File: config.mk
export PLATFORM = sky130hd
export DESIGN_NAME = video_ctrl_top
export DESIGN_NICKNAME = d
export VERILOG_FILES = /design/src/logic/video_pkg.sv /design/src/logic/hps_cmd_pkg.sv /design/src/logic/video_ctrl_top.sv /design/src/logic/vga_sync_out.sv /design/src/logic/sync_polarity_fix.sv /design/src/logic/ar_window_calc.sv /design/src/logic/umuldiv.sv /design/src/logic/hps_cmd_decoder.sv
export VERILOG_INCLUDE_DIRS = /design/src /design/src/logic
export SDC_FILE = /design/constraint.sdc
export NUM_CORES = 2
export LEC_CHECK = 0
export BUFFER_PORTS_ARGS = -buffer_cell sky130_fd_sc_hd__buf_4
export CAP_MARGIN = 10
export CORE_MARGIN = 10
export CORE_UTILIZATION = 57
export CTS_CLUSTER_SIZE = 40
export DETAILED_ROUTE_END_ITERATION = 12
export MAX_ROUTING_LAYER = met4
export PLACE_DENSITY_LB_ADDON = 0.12
export SLEW_MARGIN = 40
export SYNTH_ARGS = -nofsm -noshare
export SYNTH_HDL_FRONTEND = slang
export SYNTH_SLANG_ARGS = --single-unit
File: constraint.sdc
create_clock -name clk_sys -period 5.15 [get_ports clk_sys]
set_input_delay 1.03 -clock clk_sys [delete_from_list [all_inputs] [get_ports clk_sys]]
set_output_delay 1.03 -clock clk_sys [all_outputs]
set_load 0.005 [all_outputs]
File: src/logic/video_ctrl_consts.svh
// Video control constants
// Host word and opcode widths, video dimension widths and
// the reset timing used until the host programs its own

`ifndef VIDEO_CTRL_CONSTS_SVH
`define VIDEO_CTRL_CONSTS_SVH

// Host link
`define VC_IO_DW 16
`define VC_CMD_W 8

// Pixel and line dimensions
`define VC_DIM_W 12

// Aspect ratio field, top bit flags a direct size
`define VC_AR_W 13

// Default mode is 1080p
`define VC_DEF_WIDTH 1920
`define VC_DEF_HEIGHT 1080

// Sync duration counters
`define VC_SYNC_CNT_W 16

`endif
File: src/logic/video_pkg.sv
// Video geometry types
// Output timing, size limits, custom aspect ratios, the
// computed display window and the window calculator states

`include "video_ctrl_consts.svh"

package video_pkg;

	typedef struct packed {
		logic [`VC_DIM_W-1:0] width;
		logic [`VC_DIM_W-1:0] height;
		logic                 hs_neg;
		logic                 vs_neg;
	} video_timing_t;

	typedef struct packed {
		logic [`VC_DIM_W-1:0] vset;
		logic [`VC_DIM_W-1:0] hset;
		logic                 freescale;
	} video_limit_t;

	// Two host supplied ratios, selected by the core with ary of zero
	typedef struct packed {
		logic [`VC_AR_W-1:0] arc1x;
		logic [`VC_AR_W-1:0] arc1y;
		logic [`VC_AR_W-1:0] arc2x;
		logic [`VC_AR_W-1:0] arc2y;
	} ar_custom_t;

	typedef struct packed {
		logic [`VC_DIM_W-1:0] hmin;
		logic [`VC_DIM_W-1:0] hmax;
		logic [`VC_DIM_W-1:0] vmin;
		logic [`VC_DIM_W-1:0] vmax;
	} video_window_t;

	typedef enum logic [2:0] {
		ST_SELECT, ST_W_START, ST_W_WAIT, ST_H_START, ST_H_WAIT, ST_CLAMP, ST_CENTER
	} ar_calc_state_e;

endpackage

File: src/logic/hps_cmd_pkg.sv
// Host command protocol types
// Opcodes accepted on the host link and the general
// configuration word written by the CFG command

`include "video_ctrl_consts.svh"

package hps_cmd_pkg;

	////////////////////////////////////////////////////////////
	// Opcodes
	////////////////////////////////////////////////////////////

	typedef enum logic [`VC_CMD_W-1:0] {
		OP_NONE           = 8'h00,
		OP_CFG            = 8'h01,
		OP_VIDEO_TIMING   = 8'h20,
		OP_VSET           = 8'h27,
		OP_HSET_FREESCALE = 8'h37,
		OP_AR_CUSTOM      = 8'h3A
	} hps_opcode_e;

	////////////////////////////////////////////////////////////
	// Configuration
	////////////////////////////////////////////////////////////

	// Only composite sync survives from the CFG word
	typedef struct packed {
		logic csync_en;
	} hps_cfg_t;

endpackage

File: src/logic/video_ctrl_top.sv
// Video control top level
// Host command decoder, aspect ratio window calculator and the
// VGA sync path on one system clock

`include "video_ctrl_consts.svh"

module video_ctrl_top (
	input  logic                     clk_sys,
	input  logic                     resetd,
	input  logic                     i_io_uio,
	input  logic                     i_io_clk,
	input  logic [`VC_IO_DW-1:0]     i_io_din,
	input  logic [`VC_AR_W-1:0]      i_arx,
	input  logic [`VC_AR_W-1:0]      i_ary,
	input  logic                     i_hs_raw,
	input  logic                     i_vs_raw,
	output logic                     o_io_ack,
	output logic [`VC_DIM_W-1:0]     o_hdmi_width,
	output logic [`VC_DIM_W-1:0]     o_hdmi_height,
	output video_pkg::video_window_t o_win,
	output logic                     o_vga_hs,
	output logic                     o_vga_vs
);

	import video_pkg::*;

	video_timing_t timing;
	video_limit_t  limit;
	ar_custom_t    ar_custom;
	logic          csync_en;
	logic          hs_fix, vs_fix;

	hps_cmd_decoder u_decoder (
		.clk_sys     (clk_sys),
		.resetd      (resetd),
		.i_io_uio    (i_io_uio),
		.i_io_clk    (i_io_clk),
		.i_io_din    (i_io_din),
		.o_io_ack    (o_io_ack),
		.o_timing    (timing),
		.o_limit     (limit),
		.o_ar_custom (ar_custom),
		.o_csync_en  (csync_en)
	);

	ar_window_calc u_ar_calc (
		.clk_sys       (clk_sys),
		.resetd        (resetd),
		.i_timing      (timing),
		.i_limit       (limit),
		.i_ar_custom   (ar_custom),
		.i_arx         (i_arx),
		.i_ary         (i_ary),
		.o_hdmi_width  (o_hdmi_width),
		.o_hdmi_height (o_hdmi_height),
		.o_win         (o_win)
	);

	sync_polarity_fix u_hs_fix (
		.clk_sys (clk_sys),
		.resetd  (resetd),
		.i_sync  (i_hs_raw),
		.o_sync  (hs_fix)
	);

	sync_polarity_fix u_vs_fix (
		.clk_sys (clk_sys),
		.resetd  (resetd),
		.i_sync  (i_vs_raw),
		.o_sync  (vs_fix)
	);

	vga_sync_out u_vga_sync (
		.clk_sys    (clk_sys),
		.resetd     (resetd),
		.i_hs       (hs_fix),
		.i_vs       (vs_fix),
		.i_timing   (timing),
		.i_csync_en (csync_en),
		.o_vga_hs   (o_vga_hs),
		.o_vga_vs   (o_vga_vs)
	);

endmodule

File: src/logic/vga_sync_out.sv
// VGA sync output stage
// Builds composite sync from active high hs and vs, then picks
// and polarizes the analog VGA sync pins

`include "video_ctrl_consts.svh"

module vga_sync_out (
	input  logic                     clk_sys,
	input  logic                     resetd,
	input  logic                     i_hs,
	input  logic                     i_vs,
	input  video_pkg::video_timing_t i_timing,
	input  logic                     i_csync_en,
	output logic                     o_vga_hs,
	output logic                     o_vga_vs
);

	logic                      prev_hs;
	logic                      cs_hs, cs_vs, csync;
	logic [`VC_SYNC_CNT_W-1:0] h_cnt, line_len, hs_len;

	// During vsync the hsync pulse moves one pulse width earlier
	assign csync = cs_hs ^ cs_vs;

	always_ff @(posedge clk_sys) begin
		if (resetd) begin
			prev_hs  <= 1'b0;
			cs_hs    <= 1'b0;
			cs_vs    <= 1'b0;
			h_cnt    <= '0;
			line_len <= '0;
			hs_len   <= '0;
			o_vga_hs <= 1'b0;
			o_vga_vs <= 1'b0;
		end else begin
			h_cnt   <= h_cnt + 1'd1;
			prev_hs <= i_hs;
			if (prev_hs != i_hs) begin
				h_cnt <= '0;
				if (i_hs) begin
					line_len <= h_cnt - hs_len;
					cs_hs    <= 1'b0;
				end else begin
					hs_len <= h_cnt;
				end
			end
			if (!i_vs) cs_hs <= i_hs;
			else if (h_cnt == line_len) cs_hs <= 1'b1;
			cs_vs <= i_vs;

			o_vga_hs <= (i_csync_en ? ~csync : ~i_hs) ^ i_timing.hs_neg;
			o_vga_vs <= (~i_vs | i_csync_en) ^ i_timing.vs_neg;
		end
	end

endmodule

File: src/logic/sync_polarity_fix.sv
// Sync polarity correction
// Measures the high and low time of a raw sync and inverts it
// when high is the longer phase, so the output is active high

`include "video_ctrl_consts.svh"

module sync_polarity_fix (
	input  logic clk_sys,
	input  logic resetd,
	input  logic i_sync,
	output logic o_sync
);

	logic                      s1, s2;
	logic                      pol;
	logic [`VC_SYNC_CNT_W-1:0] cnt;
	logic [`VC_SYNC_CNT_W-1:0] high_len, low_len;

	always_ff @(posedge clk_sys) begin
		if (resetd) begin
			s1       <= 1'b0;
			s2       <= 1'b0;
			cnt      <= '0;
			high_len <= '0;
			low_len  <= '0;
			pol      <= 1'b0;
		end else begin
			s1 <= i_sync;
			s2 <= s1;
			// Rising edge closes a low phase, falling edge a high one
			if (!s2 && s1) low_len  <= cnt;
			if (s2 && !s1) high_len <= cnt;
			if (s2 != s1) begin
				cnt <= '0;
			end else if (cnt != '1) begin
				cnt <= cnt + 1'd1;
			end
			pol <= high_len > low_len;
		end
	end

	assign o_sync = i_sync ^ pol;

endmodule

File: src/logic/ar_window_calc.sv
// Aspect ratio window calculator
// Limits the output size by the host VSET/HSET values, picks the
// core or a custom aspect ratio, scales it through a shared
// multiply-divide unit and centers the result on the output

`include "video_ctrl_consts.svh"

module ar_window_calc (
	input  logic                      clk_sys,
	input  logic                      resetd,
	input  video_pkg::video_timing_t  i_timing,
	input  video_pkg::video_limit_t   i_limit,
	input  video_pkg::ar_custom_t     i_ar_custom,
	input  logic [`VC_AR_W-1:0]       i_arx,
	input  logic [`VC_AR_W-1:0]       i_ary,
	output logic [`VC_DIM_W-1:0]      o_hdmi_width,
	output logic [`VC_DIM_W-1:0]      o_hdmi_height,
	output video_pkg::video_window_t  o_win
);

	import video_pkg::*;

	ar_calc_state_e       state;
	logic [`VC_DIM_W-1:0] lim_w, lim_h;
	logic [`VC_DIM_W-1:0] arx, ary;
	logic                 direct;
	logic                 md_start, md_busy;
	logic [`VC_DIM_W-1:0] md_mul1, md_mul2, md_div, md_res;
	logic [`VC_DIM_W-1:0] wcalc, hcalc, vid_w, vid_h;
	logic [`VC_DIM_W-1:0] cw, ch, hoff, voff;
	video_window_t        win;

	umuldiv u_muldiv (
		.clk_sys  (clk_sys),
		.resetd   (resetd),
		.i_start  (md_start),
		.i_mul1   (md_mul1),
		.i_mul2   (md_mul2),
		.i_div    (md_div),
		.o_busy   (md_busy),
		.o_result (md_res)
	);

	////////////////////////////////////////////////////////////
	// Limited size and ratio selection
	////////////////////////////////////////////////////////////

	always_ff @(posedge clk_sys) begin
		lim_h <= (i_limit.vset != '0 && i_limit.vset < i_timing.height) ?
		         i_limit.vset : i_timing.height;
		lim_w <= (i_limit.hset != '0 && i_limit.hset < i_timing.width) ?
		         i_limit.hset : i_timing.width;

		if (i_ary == '0) begin
			if (i_arx == `VC_AR_W'd1) begin
				arx    <= i_ar_custom.arc1x[`VC_DIM_W-1:0];
				ary    <= i_ar_custom.arc1y[`VC_DIM_W-1:0];
				direct <= i_ar_custom.arc1x[`VC_AR_W-1] | i_ar_custom.arc1y[`VC_AR_W-1];
			end else if (i_arx == `VC_AR_W'd2) begin
				arx    <= i_ar_custom.arc2x[`VC_DIM_W-1:0];
				ary    <= i_ar_custom.arc2y[`VC_DIM_W-1:0];
				direct <= i_ar_custom.arc2x[`VC_AR_W-1] | i_ar_custom.arc2y[`VC_AR_W-1];
			end else begin
				arx    <= '0;
				ary    <= '0;
				direct <= 1'b0;
			end
		end else begin
			arx    <= i_arx[`VC_DIM_W-1:0];
			ary    <= i_ary[`VC_DIM_W-1:0];
			direct <= i_arx[`VC_AR_W-1] | i_ary[`VC_AR_W-1];
		end
	end

	// Guard against a width change landing mid pass
	assign cw   = (vid_w > i_timing.width)  ? i_timing.width  : vid_w;
	assign ch   = (vid_h > i_timing.height) ? i_timing.height : vid_h;
	assign hoff = (i_timing.width  - cw) >> 1;
	assign voff = (i_timing.height - ch) >> 1;

	////////////////////////////////////////////////////////////
	// Calculator FSM
	////////////////////////////////////////////////////////////

	always_ff @(posedge clk_sys) begin
		if (resetd) begin
			state    <= ST_SELECT;
			md_start <= 1'b0;
			win      <= '0;
		end else begin
			md_start <= 1'b0;
			case (state)
				ST_SELECT: begin
					if (i_limit.freescale || arx == '0 || ary == '0) begin
						wcalc <= lim_w;
						hcalc <= lim_h;
						state <= ST_CLAMP;
					end else if (direct) begin
						wcalc <= arx;
						hcalc <= ary;
						state <= ST_CLAMP;
					end else begin
						state <= ST_W_START;
					end
				end
				ST_W_START: begin
					md_mul1  <= lim_h;
					md_mul2  <= arx;
					md_div   <= ary;
					md_start <= 1'b1;
					state    <= ST_W_WAIT;
				end
				// Busy rises one cycle after start
				ST_W_WAIT: if (!md_start && !md_busy) begin
					wcalc <= md_res;
					state <= ST_H_START;
				end
				ST_H_START: begin
					md_mul1  <= lim_w;
					md_mul2  <= ary;
					md_div   <= arx;
					md_start <= 1'b1;
					state    <= ST_H_WAIT;
				end
				ST_H_WAIT: if (!md_start && !md_busy) begin
					hcalc <= md_res;
					state <= ST_CLAMP;
				end
				ST_CLAMP: begin
					vid_w <= (wcalc > lim_w) ? lim_w : wcalc;
					vid_h <= (hcalc > lim_h) ? lim_h : hcalc;
					state <= ST_CENTER;
				end
				default: begin
					win.hmin <= hoff;
					win.hmax <= hoff + cw - 1'd1;
					win.vmin <= voff;
					win.vmax <= voff + ch - 1'd1;
					state    <= ST_SELECT;
				end
			endcase
		end
	end

	assign o_hdmi_width  = lim_w;
	assign o_hdmi_height = lim_h;
	assign o_win         = win;

endmodule

File: src/logic/umuldiv.sv
// Sequential unsigned multiply then divide
// Computes mul1 * mul2 / div with one restoring division step
// per cycle, keeping the low bits of the quotient

`include "video_ctrl_consts.svh"

module umuldiv (
	input  logic                 clk_sys,
	input  logic                 resetd,
	input  logic                 i_start,
	input  logic [`VC_DIM_W-1:0] i_mul1,
	input  logic [`VC_DIM_W-1:0] i_mul2,
	input  logic [`VC_DIM_W-1:0] i_div,
	output logic                 o_busy,
	output logic [`VC_DIM_W-1:0] o_result
);

	localparam int PW = 2 * `VC_DIM_W;

	logic [PW-1:0]        quo;
	logic [`VC_DIM_W-1:0] rem;
	logic [`VC_DIM_W-1:0] dv;
	logic [4:0]           bits_left;
	logic [`VC_DIM_W:0]   trial;

	// Next partial remainder before the subtract
	assign trial = {rem, quo[PW-1]};

	always_ff @(posedge clk_sys) begin
		if (resetd) begin
			o_busy    <= 1'b0;
			bits_left <= '0;
		end else if (i_start) begin
			o_busy    <= 1'b1;
			bits_left <= 5'(PW);
		end else if (o_busy) begin
			bits_left <= bits_left - 1'd1;
			if (bits_left == 5'd1) begin
				o_busy <= 1'b0;
			end
		end
	end

	always_ff @(posedge clk_sys) begin
		if (i_start) begin
			quo <= i_mul1 * i_mul2;
			rem <= '0;
			dv  <= i_div;
		end else if (o_busy) begin
			if (trial >= {1'b0, dv}) begin
				rem <= `VC_DIM_W'(trial - {1'b0, dv});
				quo <= {quo[PW-2:0], 1'b1};
			end else begin
				rem <= trial[`VC_DIM_W-1:0];
				quo <= {quo[PW-2:0], 1'b0};
			end
		end
	end

	assign o_result = quo[`VC_DIM_W-1:0];

endmodule

File: src/logic/hps_cmd_decoder.sv
// Host command decoder
// Turns the level clocked host link into strobes, returns the
// two stage acknowledge, and parses opcodes and data words into
// the video timing, limit, custom ratio and sync config registers

`include "video_ctrl_consts.svh"

module hps_cmd_decoder (
	input  logic                   clk_sys,
	input  logic                   resetd,
	input  logic                   i_io_uio,
	input  logic                   i_io_clk,
	input  logic [`VC_IO_DW-1:0]   i_io_din,
	output logic                   o_io_ack,
	output video_pkg::video_timing_t o_timing,
	output video_pkg::video_limit_t  o_limit,
	output video_pkg::ar_custom_t    o_ar_custom,
	output logic                   o_csync_en
);

	import hps_cmd_pkg::*;
	import video_pkg::*;

	logic          rack;
	logic          strobe;
	logic          has_cmd;
	hps_opcode_e   cmd;
	logic [7:0]    cnt;
	hps_cfg_t      cfg;
	video_timing_t timing;
	video_limit_t  limit;
	ar_custom_t    arc;

	////////////////////////////////////////////////////////////
	// Strobe and acknowledge
	////////////////////////////////////////////////////////////

	// One cycle pulse on the first sample of a high host clock
	assign strobe = i_io_clk & ~rack;

	always_ff @(posedge clk_sys) begin
		if (resetd) begin
			rack     <= 1'b0;
			o_io_ack <= 1'b0;
		end else begin
			rack     <= i_io_clk;
			o_io_ack <= rack;
		end
	end

	////////////////////////////////////////////////////////////
	// Command parser
	////////////////////////////////////////////////////////////

	always_ff @(posedge clk_sys) begin
		if (resetd) begin
			has_cmd <= 1'b0;
			cmd     <= OP_NONE;
			cnt     <= '0;
			cfg     <= '0;
			timing  <= '{width: `VC_DEF_WIDTH, height: `VC_DEF_HEIGHT,
			             hs_neg: 1'b0, vs_neg: 1'b0};
			limit   <= '0;
			arc     <= '0;
		end else if (!i_io_uio) begin
			has_cmd <= 1'b0;
			cmd     <= OP_NONE;
		end else if (strobe) begin
			if (!has_cmd) begin
				has_cmd <= 1'b1;
				cmd     <= hps_opcode_e'(i_io_din[`VC_CMD_W-1:0]);
				cnt     <= '0;
			end else begin
				// Saturate so long transfers never alias back into the slots
				if (cnt != 8'hFF) begin
					cnt <= cnt + 1'd1;
				end
				case (cmd)
					OP_CFG: cfg.csync_en <= i_io_din[3];
					OP_VIDEO_TIMING: begin
						// Porch and sync length words are skipped
						if (cnt < 8'd8) begin
							case (cnt[2:0])
								3'd0: timing.width  <= i_io_din[`VC_DIM_W-1:0];
								3'd2: timing.hs_neg <= i_io_din[15];
								3'd4: timing.height <= i_io_din[`VC_DIM_W-1:0];
								3'd6: timing.vs_neg <= i_io_din[15];
								default: ;
							endcase
						end
					end
					OP_VSET: limit.vset <= i_io_din[`VC_DIM_W-1:0];
					OP_HSET_FREESCALE: begin
						limit.freescale <= i_io_din[15];
						limit.hset      <= i_io_din[`VC_DIM_W-1:0];
					end
					OP_AR_CUSTOM: begin
						case (cnt)
							8'd0: arc.arc1x <= i_io_din[`VC_AR_W-1:0];
							8'd1: arc.arc1y <= i_io_din[`VC_AR_W-1:0];
							8'd2: arc.arc2x <= i_io_din[`VC_AR_W-1:0];
							8'd3: arc.arc2y <= i_io_din[`VC_AR_W-1:0];
							default: ;
						endcase
					end
					default: ;
				endcase
			end
		end
	end

	assign o_timing    = timing;
	assign o_limit     = limit;
	assign o_ar_custom = arc;
	assign o_csync_en  = cfg.csync_en;

endmodule

[Yosys cells after proc, flatten, opt, wreduce, memory -nomap -nowiden]
Index checks and enable logic that the tools add are counted.
Word-level totals
  word-level logic and storage cells: 236
  input port bits: 48
  output and inout port bits: 75
  bits in registers: 515
Operators by class
  mux-type cells: 47
  $mul: 1
  eq/ne operators: 32
  $lt $le $gt $ge: 10
  bitwise gates (word level): 17
  reductions and logical operators: 55
  add/subtract/negate cells: 13
Operators with widths (count)
  $mux W12: 18
  $pmux W12 S2: 5
  $add A16 B1 Y16 const B: 3
  $gt A12 B12 Y1: 4
  $mux W24: 2
  $sub A12 B12 Y12: 3
  $eq A8 B6 Y1 const B: 4
  $gt A16 B16 Y1: 2
  $ne A16 B16 Y1 const B: 2
  $add A11 B12 Y12: 2
  $logic_not A12 Y1: 2
  $lt A12 B12 Y1: 2
  $mul A12 B12 Y24: 1
  $reduce_and A6 Y1: 4
  $reduce_bool A12 Y1: 2
  $sub A12 B1 Y12 const B: 2
  $reduce_and A4 Y1: 5
  $reduce_and A5 Y1: 4
  $pmux W3 S6: 1
  $eq A16 B16 Y1: 1
  $eq A8 B1 Y1 const B: 2
  $eq A8 B2 Y1 const B: 2
  $mux W8: 2
  $sub A16 B16 Y16: 1
  other kinds (35): 99

[Logic depth before layout (Yosys ltp)]
  word-level depth: 5
  mapped depth: 25
  mapped depth without buffers: 25

[Modules after synthesis]
A second synthesis with hierarchy kept.
Second synthesis, totals
  cell total of the unflattened synthesis: 3474
  area, all modules: 32469.9 µm²
By module, submodules not included
  ar_window_calc: instances 1, area each 11606.1 µm², cells an instance 1213, seq. area each 4504.3 µm²
  umuldiv: instances 1, area each 7935.1 µm², cells an instance 895, seq. area each 1441.4 µm²
  hps_cmd_decoder: instances 1, area each 5091.1 µm², cells an instance 489, seq. area each 2462.4 µm²
  sync_polarity_fix: instances 2, area each 2467.4 µm², cells an instance 268, seq. area each 1021.0 µm²
  vga_sync_out: instances 1, area each 2902.8 µm², cells an instance 341, seq. area each 1061.0 µm²

[Worst setup path after synthesis]
Ideal clock, no wire load.
  path kind: flip-flop to flip-flop
  start point: register u_ar_calc.md_mul1[3]
  end point: register u_ar_calc.u_muldiv.quo[23] (data pin)
  period minus slack after synthesis: 5.552 ns
  stages on the path, launching flop included: 22
  library setup time: 0.265 ns
  data required time: 4.885 ns
  buffers on the path: 2
  slack: -0.402 ns
  arrival: 5.287 ns
  cells stage by stage: edfxtp_1 -> clkbuf_1 -> and2_1 -> fa_1 -> inv_1 -> fa_1 -> inv_1 -> fa_1 -> fa_1 -> inv_1 -> fa_1 -> inv_1 -> ha_1 -> buf_2 -> nand3_1 -> o22ai_1 -> or3_1 -> o221ai_2 -> a31oi_2 -> o41ai_2 -> nor2_1 -> or3_1
Between the ends
  word-level cells in the longest chain between the ends: 2
RTL lines
  start, declared: line ar_window_calc.sv:28  | logic [`VC_DIM_W-1:0] md_mul1, md_mul2, md_div, md_res;
  start signal, assigned: line ar_window_calc.sv:107  | md_mul1 <= lim_h;
  start signal, assigned: line ar_window_calc.sv:119  | md_mul1 <= lim_w;
  $mul A12 B12 Y24: line umuldiv.sv:46  | quo <= i_mul1 * i_mul2;
  $mux W24: line umuldiv.sv:45  | if (i_start) begin
  end signal, assigned: line umuldiv.sv:46
  end signal, assigned: line umuldiv.sv:52  | quo <= {quo[PW-2:0], 1'b1};
  end signal, assigned: line umuldiv.sv:55  | quo <= {quo[PW-2:0], 1'b0};
  end, declared: line umuldiv.sv:20  | logic [PW-1:0] quo;
No other way between the ends.
A chain may end at the register's enable or synchronous reset.

[Worst setup path in the final report]
  start point: register u_ar_calc.md_mul2[7]
  end point: register u_ar_calc.u_muldiv.quo[23] (data pin)
Between the ends
  word-level cells in the longest chain between the ends: 2
RTL lines
  start, declared: line ar_window_calc.sv:28
  start signal, assigned: line ar_window_calc.sv:108  | md_mul2 <= arx;
  start signal, assigned: line ar_window_calc.sv:120  | md_mul2 <= ary;
  $mul A12 B12 Y24: line umuldiv.sv:46
  $mux W24: line umuldiv.sv:45
No other way between the ends.

==> impl_metrics.ini <==
[sta]
worst_slew_pin_slew_ps = 846.6
period_needed_ps = 5471
maxSlewViolCount = 0
slew_headroom = 0.4342
fmax_ghz = 0.1828
fin_worst_skew_ps = 23.81
setup_viol = 6
period_share = 1.062
hold_viol = 0
setup_tns_ps = -907.6
rsz0062_at_grt = true
layout_setup_ws_ps = -321.5

[run_status]
outcome = complete, but fails checks
violations = negative setup slack

[synth]
yosys-mux-area-fraction = 0.09407
yosysTopAreaCell = dfxtp_1
syn_area_sq_mm = 0.03108
synth_cells = 3366
ys_seq_elements = 515
synthTopCellsByCount = 395 x dfxtp_1, 382 x nand2_1, 337 x inv_1
synth-async-reset-ratio = 0
synthXorXnorAreaFrac = 0.03494
ys_seq_area_frac = 0.3703
synth_top_area_share = 0.2544
synth_cell_type_count = 82
synthFlopType = dfxtp_1
synth-adder-area-share = 0.1762
synth.avg_cell_area_sq_um = 9.234
synth_compound_area_frac = 0.1083
yosys_warnings = 0
synth_edf_count = 120
synth_most_common_cell = dfxtp_1
synth_top_family_by_area = adder cells
synthTopCellsByArea = dfxtp_1 25%, edfxtp_1 12%, ha_1 11%
yosys.area_share.simple = 0.1547

[power_and_ir_drop]
ir_drop_mv = 0.3174
p_per_area_mw_per_mm2 = 385.7
p_leak_nw = 16.02

[flow_run]
cap_violations = 0

[worst_setup_path]
slowest_stage = fa_1
regToRegEndpoint = u_ar_calc.u_muldiv.quo[23]$_DFFE_PN_
r2r_cells = 20
r2r_slack_ps = -320
critPathMaxStageDelay_ps = 540
cp.required_ps = 5520
worst_path_most_repeated_cell = fa_1
critPathLaunch = u_ar_calc.md_mul2[7]$_DFFE_PP_
r2r_start = u_ar_calc.md_mul2[7]$_DFFE_PP_
crit_end = u_ar_calc.u_muldiv.quo[23]$_DFFE_PN_
worstSetupStartpointType = flip-flop
path_cells = buf_6 > and2_4 > fa_1 > inv_2 > fa_1 > inv_2 > fa_1 > fa_1 > inv_2 > fa_1 > inv_2 > ha_4 > nand3_2 > o22ai_2 > or3_4 > o221ai_4 > a31oi_4 > o41ai_2 > nor2_1 > or3_1
worstPathMaxFanout = 4
critPathArrivalTime_ps = 5840
critical_path_class = reg2reg
critPathCaptureType = flip-flop

[placed_design]
hpwlAfterDp_um = 60640
portBuffers = 118
post-place-ws_ps = -645.5
place_area_sq_mm = 0.03378
place.gp.congestion = 0.9713

[die]
core_sq_mm = 0.05392
rows = 85
die_y_um = 253.5
die_w_um = 253.5
die_area_sq_mm = 0.06427
start_util = 0.5764
io_pins = 123

[layout]
nFillCells = 4242
fin_nets = 4050
syn_to_final_growth_pct = 19.06
drive_above_1_share = 0.2002
stdcell_area_sq_mm = 0.03701
insertedDiodeCount = 0

[clock_tree]
h-tree-depth = 2
cts.path.max_buffers = 3
clk_pin_slew_ps = 60
root_buffer = clkbuf_16
cts_buffers = 56
insertion_delay_ps = 620
cts_tree = built
clock_sinks = 515

[routing]
ant_nets = 0
drc_errors = 0
first_pass_iters = 5
dr.first_iter.drc_count = 1406
vias_per_cell = 5.609
routedWlPerCell_um = 18.87
wirelength_um = 82510
vias = 24521

[global_route]
grt_max_degree = 155
antenna_found_initial = 0
grt_pass1_wl_um = 131500
grt_pass1_vias = 24872
grt_overflow = 0
grt_usage = 0.2609

[worst_hold_path]
hold_class = reg2reg
## worst min path at each step
stage                                         end  slack [ps]                           from  depth (start not counted)
6_report       u_ar_calc.u_muldiv.dv[1]$_DFFE_PP_         420  u_ar_calc.md_div[1]$_DFFE_PP_                          0
5_1_grt        u_ar_calc.u_muldiv.dv[8]$_DFFE_PP_         430  u_ar_calc.md_div[8]$_DFFE_PP_                          0
4_1_cts        u_ar_calc.u_muldiv.dv[1]$_DFFE_PP_         420  u_ar_calc.md_div[1]$_DFFE_PP_                          0
3_5_place_dp   u_ar_calc.u_muldiv.dv[1]$_DFFE_PP_         400  u_ar_calc.md_div[1]$_DFFE_PP_                          0
3_3_place_gp   u_ar_calc.u_muldiv.dv[2]$_DFFE_PP_         410  u_ar_calc.md_div[2]$_DFFE_PP_                          0
2_1_floorplan  u_ar_calc.u_muldiv.dv[0]$_DFFE_PP_         400  u_ar_calc.md_div[0]$_DFFE_PP_                          0
## placed cells by master, fill, tap and decap left out, types with 13 or more instances in the layout
cell type / n
nand3_1: 50
nor2b_1: 26
ha_4: 18
a21o_1: 44
mux2i_1: 185
a22oi_1: 23
nor2_1: 289
nand2_1: 374
o21ai_0: 97
edfxtp_1: 120
a21oi_1: 156
a211oi_1: 23
nor3_1: 34
inv_1: 319
nand2b_1: 21
and2_1: 66
and2_4: 13
o21a_1: 17
nand4_1: 42
fa_1: 102
xor2_1: 71
dfxtp_1: 393
nor4_1: 28
xnor2_1: 43
inv_2: 18
ha_1: 235
buf_4: 337
clkbuf_16: 60
a31oi_1: 13
ha_2: 15
mux2_2: 80
buf_6: 23
o21bai_1: 20
a21oi_2: 26
## critical path: cells and delay by family, from the launching register on
family	cells	cell delay (ps)
adder cells (fa/ha/maj)	6	2760
AND/OR/NAND/NOR	5	990
AO/OA/AOI/OAI	4	710
flip-flops	1	400
buffers and inverters	5	320
## per-layer routing
metal | GRT usage | vias to the layer above | share of wire | routed length (um)
met1 | 0.3134 | 11831 | 0.43 | 35240
met4 | 0.1046 | 0 | 0.040 | 3333
met2 | 0.4422 | 533 | 0.49 | 40780
met3 | 0.02983 | 176 | 0.038 | 3152
met5 | - | - | 0 | 0
li1 | - | 11981 | - | -
## what timing repair did
| action | 4_1_cts | 5_1_grt |
|---|---|---|
| hold buffers | 0 | 0 |
| setup buffers | 30 | 25 |
| pin swaps | 34 | 74 |
| setup endpoints to repair | 16 | 22 |
| gates resized for setup | 66 | 135 |
## power by group
part | internal, W | total (W) | leakage [nW] | switching, W
clock | 0.00234 | 0.00406 | 0.926 | 0.00172
combinational | 0.00275 | 0.00566 | 10.8 | 0.00290
sequential | 0.00437 | 0.00455 | 4.30 | 0.000183
## sequential cells by signal (all words and copies together), names as in the netlist, 16 cells and up
register / flops
u_decoder.o_limit: 25
u_vga_sync.line_len: 16
u_ar_calc.u_muldiv.quo: 24
u_decoder.o_ar_custom: 52
u_hs_fix.high_len: 16
u_vs_fix.high_len: 16
u_vs_fix.cnt: 16
u_vga_sync.hs_len: 16
u_vga_sync.h_cnt: 16
u_hs_fix.low_len: 16
u_vs_fix.low_len: 16
u_ar_calc.o_win: 46
u_hs_fix.cnt: 16
u_decoder.o_timing: 26
## cell type report
cell class	instances	area, sq um	share of cell area
Sequential cell	515	11510	0.3111
Timing Repair Buffer	364	2869	0.07753
Clock inverter	23	181.4	0.004902
Multi-Input combinational cell	2354	18610	0.5029
Tap cell	696	870.8	0.02353
Clock buffer	83	1698	0.04588
Inverter	337	1265	0.03418
## cells by family after synthesis
group / after synthesis
multiplexers: 281
XOR/XNOR: 124
AO/OA/AOI/OAI: 532
other: 1
adder cells (fa/ha/maj): 374
flip-flops: 515
AND/OR/NAND/NOR: 1041
buffers and inverters: 498
## stage by stage
step	utilization	total power (W)	hold slack, ps	cells
floorplan	-	0.007899	400.3	3367
global placement	0.6256	0.009101	407.8	4212
detailed placement	0.6265	0.009231	404.5	4212
CTS	0.6713	0.01390	419.1	4348
global route	0.6863	0.01506	428.8	4372
finish	0.6863	0.01427	417.9	4372
(Power assumes the default switching activity.)
